## config.mk

```make
export PLATFORM = sky130hd
export DESIGN_NAME = accum_rf_top
export DESIGN_NICKNAME = d
export VERILOG_FILES = /design/src/source/accum_rf_pkg.sv /design/src/source/acc_dispatch.sv /design/src/source/acc_lane.sv /design/src/source/reg_scoreboard_file.sv /design/src/source/accum_rf_top.sv
export VERILOG_INCLUDE_DIRS = /design/src /design/src/include
export SDC_FILE = /design/constraint.sdc
export NUM_CORES = 2
export LEC_CHECK = 0
export ABC_AREA = 1
export BUFFER_PORTS_ARGS = -buffer_cell sky130_fd_sc_hd__buf_4
export CORE_MARGIN = 4
export CORE_UTILIZATION = 30
export DETAILED_ROUTE_END_ITERATION = 12
export SYNTH_ARGS = -nofsm -noshare
export SYNTH_HDL_FRONTEND = slang
export SYNTH_SLANG_ARGS = --single-unit
```

## constraint.sdc

```tcl
create_clock -name clk -period 14.7 [get_ports clk]
set_clock_uncertainty 0.2 [all_clocks]
set_input_delay 1.47 -clock clk [delete_from_list [all_inputs] [get_ports clk]]
set_output_delay 1.47 -clock clk [all_outputs]
set_load 0.05 [all_outputs]
```

## src/include/accum_rf_consts.svh

```systemverilog
`ifndef ACCUM_RF_CONSTS_SVH
`define ACCUM_RF_CONSTS_SVH

// architectural register number and reorder-buffer tag widths
`define ACC_REG_WIDTH 5
`define ACC_ROB_WIDTH 4

// cores feeding the accumulators and the number of accumulator lanes
`define ACC_N_CORE 4
`define ACC_N_LANE 3 // lane i owns register 32 - ACC_N_LANE + i

// age stamp is compared as a signed number
`define ACC_STAMP_WIDTH 8

// cycles from an accepted request to the accumulator write
`define ACC_LATENCY 4

// stack pointer register and its value out of reset
`define ACC_REG_SP 2
`define ACC_SP_INIT 32'h0000_f000

`endif

```

## src/source/accum_rf_pkg.sv

```systemverilog
package accum_rf_pkg;

	`include "accum_rf_consts.svh"

	// one architectural register, also what a read port returns
	typedef struct packed {
		logic valid;
		logic [`ACC_ROB_WIDTH-1:0] tag;
		logic [31:0] data;
	} reg_entry_t;

	// request of one core to one accumulator lane
	typedef struct packed {
		logic valid;
		logic signed [`ACC_STAMP_WIDTH-1:0] stamp; // smaller is older
		logic [31:0] data;
	} acc_req_t;

	typedef struct packed {
		logic start; // request accepted this cycle
		logic [31:0] data;
		logic [$clog2(`ACC_N_CORE)-1:0] core;
	} lane_op_t;

	typedef struct packed {
		logic write;
		logic [31:0] sum;
	} lane_wb_t;

endpackage

```

## src/source/acc_dispatch.sv

```systemverilog
`timescale 1ns/100ps
`include "accum_rf_consts.svh"

module acc_dispatch (
	input accum_rf_pkg::acc_req_t acc_req [`ACC_N_CORE][`ACC_N_LANE],
	input logic [`ACC_N_LANE-1:0] lane_can_accept,
	output logic acc_ready [`ACC_N_CORE][`ACC_N_LANE],
	output accum_rf_pkg::lane_op_t lane_op [`ACC_N_LANE],
	output logic no_acc_req
);
	import accum_rf_pkg::*;

	localparam int CORE_W = $clog2(`ACC_N_CORE);

	// true when the second request beats the first, ties stay with the first
	function automatic logic second_wins(acc_req_t first, acc_req_t second);
		return second.valid && (!first.valid || $signed(second.stamp) < $signed(first.stamp));
	endfunction

	for (genvar l = 0; l < `ACC_N_LANE; l++) begin : g_lane
		logic pick1; // core 1 beats core 0
		logic pick3; // core 3 beats core 2
		logic pick_hi;
		acc_req_t win01;
		acc_req_t win23;
		acc_req_t winner;
		logic [CORE_W-1:0] win_core;
		logic grant;

		assign pick1 = second_wins(acc_req[0][l], acc_req[1][l]);
		assign pick3 = second_wins(acc_req[2][l], acc_req[3][l]);
		assign win01 = pick1 ? acc_req[1][l] : acc_req[0][l];
		assign win23 = pick3 ? acc_req[3][l] : acc_req[2][l];

		// final round between the two pair winners
		assign pick_hi = second_wins(win01, win23);
		assign winner = pick_hi ? win23 : win01;
		assign win_core = pick_hi ? {1'b1, pick3} : {1'b0, pick1};

		assign grant = winner.valid && lane_can_accept[l];

		for (genvar c = 0; c < `ACC_N_CORE; c++) begin : g_ready
			assign acc_ready[c][l] = grant && win_core == CORE_W'(c);
		end

		// start equals valid && ready of the granted core
		assign lane_op[l] = '{start: grant, data: winner.data, core: win_core};
	end

	always_comb begin
		no_acc_req = 1'b1;
		for (int c = 0; c < `ACC_N_CORE; c++) begin
			for (int l = 0; l < `ACC_N_LANE; l++) begin
				if (acc_req[c][l].valid) begin
					no_acc_req = 1'b0;
				end
			end
		end
	end

endmodule

```

## src/source/acc_lane.sv

```systemverilog
`timescale 1ns/100ps
`include "accum_rf_consts.svh"

module acc_lane (
	input logic clk,
	input logic reset,
	input accum_rf_pkg::lane_op_t op,
	input logic [31:0] acc_value,
	output logic can_accept,
	output logic idle,
	output accum_rf_pkg::lane_wb_t wb
);
	localparam int CNT_W = $clog2(`ACC_LATENCY + 1);

	logic [CNT_W-1:0] count;
	logic [31:0] operand_a;
	logic [31:0] stage_a;
	logic [31:0] stage_b;
	logic [31:0] sum_pipe [`ACC_LATENCY-1];

	// at count 1 the register still holds the old value so the fresh sum is bypassed
	assign operand_a = (count == CNT_W'(1)) ? wb.sum : acc_value;

	always_ff @(posedge clk) begin
		if (reset) begin
			count <= '0;
		end else if (op.start) begin
			count <= CNT_W'(`ACC_LATENCY);
		end else if (count != '0) begin
			count <= count - CNT_W'(1);
		end
	end

	// operand capture is the first of ACC_LATENCY register stages
	always_ff @(posedge clk) begin
		if (op.start) begin
			stage_a <= operand_a;
			stage_b <= op.data;
		end
		sum_pipe[0] <= stage_a + stage_b;
		for (int i = 1; i < `ACC_LATENCY - 1; i++) begin
			sum_pipe[i] <= sum_pipe[i-1];
		end
	end

	assign can_accept = count <= CNT_W'(1);
	assign idle = count == '0;

	// the register file takes the sum at the edge that ends count 1
	assign wb = '{write: count == CNT_W'(1), sum: sum_pipe[`ACC_LATENCY-2]};

endmodule

```

## src/source/reg_scoreboard_file.sv

```systemverilog
`timescale 1ns/100ps
`include "accum_rf_consts.svh"

module reg_scoreboard_file (
	input logic clk,
	input logic reset,
	input logic issue,
	input logic [`ACC_REG_WIDTH-1:0] issue_reg,
	input logic [`ACC_ROB_WIDTH-1:0] issue_tag,
	input logic commit,
	input logic [`ACC_REG_WIDTH-1:0] commit_reg,
	input logic [`ACC_ROB_WIDTH-1:0] commit_tag,
	input logic [31:0] commit_data,
	input accum_rf_pkg::lane_wb_t lane_wb [`ACC_N_LANE],
	input logic [`ACC_N_LANE-1:0] lane_idle,
	input logic [`ACC_REG_WIDTH-1:0] read_reg [2],
	output accum_rf_pkg::reg_entry_t read_data [2],
	output logic [31:0] acc_value [`ACC_N_LANE],
	output logic all_lanes_idle
);
	import accum_rf_pkg::*;

	localparam int N_REG = 1 << `ACC_REG_WIDTH;
	localparam int ACC_BASE = N_REG - `ACC_N_LANE; // first accumulator register

	reg_entry_t regs [N_REG];

	for (genvar r = 0; r < N_REG; r++) begin : g_reg
		localparam logic [31:0] INIT_DATA = (r == `ACC_REG_SP) ? `ACC_SP_INIT : 32'h0;

		reg_entry_t entry;
		logic issue_hit;
		logic tag_match;
		logic data_hit;
		logic lane_wr;
		logic [31:0] lane_sum;

		assign issue_hit = issue && issue_reg == `ACC_REG_WIDTH'(r);
		assign tag_match = commit && entry.tag == commit_tag;
		// commit data lands only while the register still waits on that tag
		assign data_hit = tag_match && !entry.valid && !issue_hit &&
			commit_reg == `ACC_REG_WIDTH'(r);

		if (r >= ACC_BASE) begin : g_acc
			assign lane_wr = lane_wb[r-ACC_BASE].write;
			assign lane_sum = lane_wb[r-ACC_BASE].sum;
		end else begin : g_arch
			assign lane_wr = 1'b0;
			assign lane_sum = '0;
		end

		always_ff @(posedge clk) begin
			if (reset) begin
				entry <= '{valid: 1'b1, tag: '0, data: INIT_DATA};
			end else begin
				if (issue_hit) begin // a new issue hides any commit of the old tag
					entry.valid <= 1'b0;
					entry.tag <= issue_tag;
				end else if (tag_match) begin
					entry.valid <= 1'b1;
				end

				if (lane_wr) begin
					entry.data <= lane_sum;
				end else if (data_hit) begin
					entry.data <= commit_data;
				end
			end
		end

		assign regs[r] = entry;
	end

	for (genvar p = 0; p < 2; p++) begin : g_read
		assign read_data[p] = regs[read_reg[p]];
	end

	for (genvar l = 0; l < `ACC_N_LANE; l++) begin : g_acc_value
		assign acc_value[l] = regs[ACC_BASE+l].data;
	end

	assign all_lanes_idle = &lane_idle;

endmodule

```

## src/source/accum_rf_top.sv

```systemverilog
`timescale 1ns/100ps
`include "accum_rf_consts.svh"

module accum_rf_top (
	input logic clk,
	input logic reset,
	input logic issue,
	input logic [`ACC_REG_WIDTH-1:0] issue_reg,
	input logic [`ACC_ROB_WIDTH-1:0] issue_tag,
	input logic commit,
	input logic [`ACC_REG_WIDTH-1:0] commit_reg,
	input logic [`ACC_ROB_WIDTH-1:0] commit_tag,
	input logic [31:0] commit_data,
	input logic [`ACC_REG_WIDTH-1:0] read_reg [2],
	output accum_rf_pkg::reg_entry_t read_data [2],
	input accum_rf_pkg::acc_req_t acc_req [`ACC_N_CORE][`ACC_N_LANE],
	output logic acc_ready [`ACC_N_CORE][`ACC_N_LANE],
	output logic all_lanes_idle,
	output logic no_acc_req
);
	import accum_rf_pkg::*;

	lane_op_t lane_op [`ACC_N_LANE];
	lane_wb_t lane_wb [`ACC_N_LANE];
	logic [31:0] acc_value [`ACC_N_LANE];
	logic [`ACC_N_LANE-1:0] lane_can_accept;
	logic [`ACC_N_LANE-1:0] lane_idle;

	acc_dispatch i_acc_dispatch (
		.acc_req(acc_req),
		.lane_can_accept(lane_can_accept),
		.acc_ready(acc_ready),
		.lane_op(lane_op),
		.no_acc_req(no_acc_req)
	);

	for (genvar l = 0; l < `ACC_N_LANE; l++) begin : g_lane
		acc_lane i_acc_lane (
			.clk(clk),
			.reset(reset),
			.op(lane_op[l]),
			.acc_value(acc_value[l]),
			.can_accept(lane_can_accept[l]),
			.idle(lane_idle[l]),
			.wb(lane_wb[l])
		);
	end

	reg_scoreboard_file i_reg_scoreboard_file (
		.clk(clk),
		.reset(reset),
		.issue(issue),
		.issue_reg(issue_reg),
		.issue_tag(issue_tag),
		.commit(commit),
		.commit_reg(commit_reg),
		.commit_tag(commit_tag),
		.commit_data(commit_data),
		.lane_wb(lane_wb),
		.lane_idle(lane_idle),
		.read_reg(read_reg),
		.read_data(read_data),
		.acc_value(acc_value),
		.all_lanes_idle(all_lanes_idle)
	);

endmodule

```

======== Word level (Yosys, flattened, before mapping) ========
Memory sizes are Yosys's and may differ from the RTL's.
Index checks and enable logic that the tools add are counted.
cells by class
  add/subtract/negate cells ............... 6
  $lt $le $gt $ge ......................... 14
  equality and inequality tests ........... 106
  multiplexer cells ....................... 109
  bitwise gates (word level) .............. 2
  reduce and logical (&&, ||, !) cells .... 319
operator list
  operator            count
  $bmux 37 s5         2
  $mux 41             9
  $mux 32             9
  $logic_and 1x1->1   184
  $eq 5x5->1 const B  32
  $mux 37             4
  $eq 4x4->1          32
  $add 32x32->32      3
  $eq 5x4->1 const B  16
  $mux 1              76
  $reduce_bool 2->1   38
  $logic_not 1->1     73
  $lt 8x8->1          9
  $eq 5x3->1 const B  8
  $eq 5x2->1 const B  4
  $mux 3              6
  $eq 2x2->1 const B  6
  $ge 6x6->1 const B  2
  $not 5->6           2
  $eq 5x1->1 const B  2
  $logic_not 5->1     2
  $eq 3x1->1 const B  3
  $le 3x1->1 const B  3
  $logic_not 3->1     3
  8 further kinds     28
storage, ports and cells
  register bits after elaboration ......... 1385
  RAM bits ................................ 288
  input bits .............................. 556
  memories kept ........................... 3
memory list
  name                           words  width  rd ports  clocked after memory_dff  write ports  RTL line        source
  g_lane[0].i_acc_lane.sum_pipe  3      32     3         0                         3            acc_lane.sv:19  logic [31:0] sum_pipe [`ACC_LATENCY-1];
  g_lane[1].i_acc_lane.sum_pipe  3      32     3         0                         3            acc_lane.sv:19
  g_lane[2].i_acc_lane.sum_pipe  3      32     3         0                         3            acc_lane.sv:19

======== Depth between registers and ports, before layout ========
  depth in word-level cells ............... 12
  gate-level depth with buffers ........... 29

======== By module ========
From an unflattened synthesis, not the netlist that was laid out.
unflattened totals
  cells, all modules ...................... 15774
  area total of the unflattened synthesis .. 99993.4 um2
by module, submodules not included
  module                                instances  cells each  area an instance (um2)  seq. area each (um2)
  reg_scoreboard_file                   1          12431       73301.6                 23702.7
  acc_lane at g_lane[0].i_acc_lane ...  2          809         6970.4                  3903.7
  acc_lane at g_lane[2].i_acc_lane      1          823         7015.5                  3903.7
  acc_dispatch                          1          902         5735.5                  0.0

======== Worst setup path after synthesis ========
No wires, ideal clock.
  kind .................................... input to output
  start point ............................. input port acc_req[245] (netlist name)
  end point ............................... output port acc_ready[11] (netlist name)
  data arrival time ....................... 7591 ps
  data required time ...................... 13030 ps
  slack ................................... 5439 ps
  stages .................................. 6
  cell sequence ........................... or2_2 clkbuf_1 nor2_1 nor3_1 nand2_1 nor2_1
RTL lines
  what                RTL line            source
  start: declaration  accum_rf_top.sv:16  input accum_rf_pkg::acc_req_t acc_req [`ACC_N_CORE][`ACC_N_LANE],
  end: declaration    accum_rf_top.sv:17  output logic acc_ready [`ACC_N_CORE][`ACC_N_LANE],

==> results.json <==
{
  "powerDensity_nw_per_um2": 149.1,
  "clk_latency_ps": 870,
  "syn_nets": 12442,
  "areaGrowthSynthToFinish_pct": 14.82,
  "grt_pass1_vias": 79312,
  "die_w_um": 540.9,
  "gr-usage-met1_pct": 31.91,
  "drt_iter0_drc": 11454,
  "instances_no_fill": 15529,
  "grt.busiest_layer": "met2",
  "overflow": 0,
  "synthArstFlopShare_pct": 0,
  "hold_depth": 0,
  "place_inst": 15180,
  "fin_crit_ps": 8228,
  "slew_viol_final": 3,
  "ys_types": 60,
  "hp-class": "flip-flop to flip-flop",
  "worst_hold_slack_ps": 100.8,
  "initial_core_util_pct": 30.15,
  "drt_pass1_iterations": 9,
  "drc": 0,
  "finalSetupViolCount": 0,
  "grt_use_met2_pct": 36.75,
  "timing.final.crit_share_pct": 55.97,
  "critPathLaunchType": "primary input",
  "p_total_mw": 14.58,
  "rows": 195,
  "syn-cell-area_um2": 85180,
  "die_area_um2": 292500,
  "reg2reg_from": "i_reg_scoreboard_file.g_reg[8].entry[32]$_SDFFE_PP0P_",
  "cts_buffers": 185,
  "violations": "capacitance limit, slew limit",
  "path_max_fanout": 99,
  "regToRegSetupSlack_ps": 11200,
  "clk_path_buf_depth": 3,
  "clock-sinks": 1673,
  "gp_congestion": 0.9262,
  "postSynth.topFlopCell": "dfxtp_1",
  "rsz0062_at_grt": "false",
  "peakVddDrop_v": 0.0001066,
  "coreArea_um2": 282500,
  "setup_tns_ps": 0,
  "fmax_mhz": 121.5,
  "ys_ff_latch": 1673,
  "ant_nets": 0,
  "antenna_found_initial": 36,
  "hp-start": "g_lane[2].i_acc_lane.sum_pipe[0][56]$_DFF_P_",
  "cts_hold_buf": 0,
  "grt_pass1_wl_um": 536400,
  "finalHoldViolations": 0,
  "yosysSeqAreaShare_pct": 41.58,
  "syn_inst": 11718,
  "reg2reg_depth": 9,
  "drive_above_1_share_pct": 10.14,
  "use_met3_pct": 5.943,
  "via_per_inst": 5.643,
  "min_to": "g_lane[2].i_acc_lane.sum_pipe[0][88]$_DFF_P_",
  "required_ps": 13030,
  "critical_path_class": "primary input to output port",
  "ys_warn_count": 0,
  "syn_area_per_cell_um2": 7.269,
  "reg2reg_to": "i_reg_scoreboard_file.g_reg[8].entry[19]$_SDFFE_PP0P_",
  "power_leakage_nw": 38.48,
  "root_buffer": "clkbuf_16",
  "grt_util_all_layers_pct": 23.95,
  "wire_per_inst_um": 23.88,
  "die_h_um": 540.9,
  "worstPathArrival_ps": 6560,
  "io_pins": 644,
  "clk_pin_slew_ps": 50,
  "drv_cap": 3,
  "port_buffers": 643,
  "synth_edf_count": 192,
  "drt-total-wl_um": 370800,
  "slew_headroom_pct": -8.726,
  "tightestPinTransition_ps": 1614,
  "place_hpwl_um": 232300,
  "tritoncts": "built",
  "critPathCaptureType": "output port",
  "status": "complete, but fails checks",
  "cts.repair.resized": 0,
  "post_cts_buffers": 0,
  "grt_max_degree": 257,
  "vias": 87626,
  "final_nets": 12349,
  "layout_commonest_cell": "o21ai_0",
  "final_cell_mix": "2337 x o21ai_0, 1588 x nand2_1, 1481 x dfxtp_1, 1391 x nor2_1, 1373 x a21oi_1",
  "htreeDepth": 4
}
-- stage by stage --
stage / worst slack [ps] / area (um^2) / util [%]
global route: 6047 / 97790 / 34.61
global placement: 6590 / 91430 / 32.36
floorplan: 5439 / 85180 / -
finish: 6472 / 97810 / 34.62
CTS: 6601 / 97770 / 34.61
detailed placement: 6602 / 91430 / 32.36
-- cell type report --
cell class	count	area (um^2)
antenna	10	25.02
fill	30167	184700
multi-input combinational	8525	43650
timing repair buffer	767	5859
tap	3743	4683
clock inverter	72	920.9
inverter	473	1828
clock buffer	266	5423
sequential	1673	35410
-- where the power goes --
part / switching [mW] / total, mW / internal (mW)
clock network: 2.06 / 4.85 / 2.80
logic: 2.56 / 3.77 / 1.21
registers: 0.410 / 5.96 / 5.55
-- per-layer routing --
layer,up-vias,wire (um)
met5,-,41
met1,40760,150400
met4,6,16510
met3,823,42400
li1,40904,-
met2,5133,161400
-- worst max-delay path by stage --
stage	start	endpoint	cells after the start
2_1_floorplan	acc_req[245]	acc_ready[11]	6
5_1_grt	acc_req[80]	acc_ready[10]	22
3_3_place_gp	acc_req[162]	acc_ready[6]	23
4_1_cts	acc_req[80]	acc_ready[10]	22
6_report	read_reg[0]	read_data[23]	13
3_5_place_dp	acc_req[80]	acc_ready[10]	22
-- Yosys cell counts, types with 5 or more instances --
cell / n / area, um^2
a2111oi_2: 12 / 180.2
a211o_1: 26 / 227.7
a211oi_1: 37 / 277.8
a21oi_1: 1373 / 6872
a221oi_2: 12 / 180.2
a31oi_1: 185 / 1157
a32oi_1: 58 / 508.0
and3_1: 5 / 31.28
buf_1: 44 / 165.2
buf_2: 173 / 865.8
buf_4: 26 / 195.2
buf_6: 14 / 157.7
clkbuf_1: 768 / 2883
clkbuf_2: 22 / 110.1
clkinv_1: 24 / 90.09
dfxtp_1: 1481 / 29650
edfxtp_1: 192 / 5766
ha_1: 165 / 2064
inv_1: 404 / 1516
inv_2: 45 / 168.9
nand2_1: 1592 / 5976
nand2_2: 5 / 31.28
nand3_1: 364 / 1822
nand3_2: 6 / 60.06
nand4_1: 13 / 81.33
nor2_1: 1394 / 5233
nor3_1: 57 / 285.3
nor4_1: 12 / 75.07
o2111ai_1: 17 / 148.9
o211ai_1: 76 / 570.6
o21a_1: 18 / 135.1
o21ai_0: 2337 / 11700
o21ai_1: 88 / 440.4
o21ai_2: 7 / 61.31
o21bai_1: 10 / 75.07
o221ai_1: 347 / 3039
o22ai_1: 155 / 969.7
xnor2_1: 43 / 376.6
xor2_1: 75 / 656.9
-- cells by family after synthesis --
family                     Yosys count  synth area share (%)
muxes                                2               0.02350
DFF                               1673                 41.58
adders and majority gates          168                 2.494
buffers and inverters             1520                 7.222
AOI/OAI and AO/OA                 4780                 31.41
and+or+nand+nor                   3457                 16.06
xor gates and xnor gates           118                 1.213
-- worst max-delay path, cell delays in order --
cell     delay [ps]
buf_8           330
buf_4           890
buf_4           840
buf_4          1010
o21ai_0         170
nor2_1          130
a21oi_1          50
a21oi_1         160
o21ai_0         130
nand2_1         110
a31oi_1          80
a31oi_1         700
buf_4           330
-- sequential cells by signal (all words and copies together), names as in the netlist --
| register | count |
|---|---|
| g_lane.i_acc_lane.stage_a | 96 |
| g_lane.i_acc_lane.stage_b | 96 |
| g_lane.i_acc_lane.sum_pipe | 288 |
| g_lane.i_acc_lane.count | 9 |
| i_reg_scoreboard_file.acc_value | 96 |
| i_reg_scoreboard_file.g.entry | 1088 |
No activity file was read; power rests on OpenSTA's default activity.
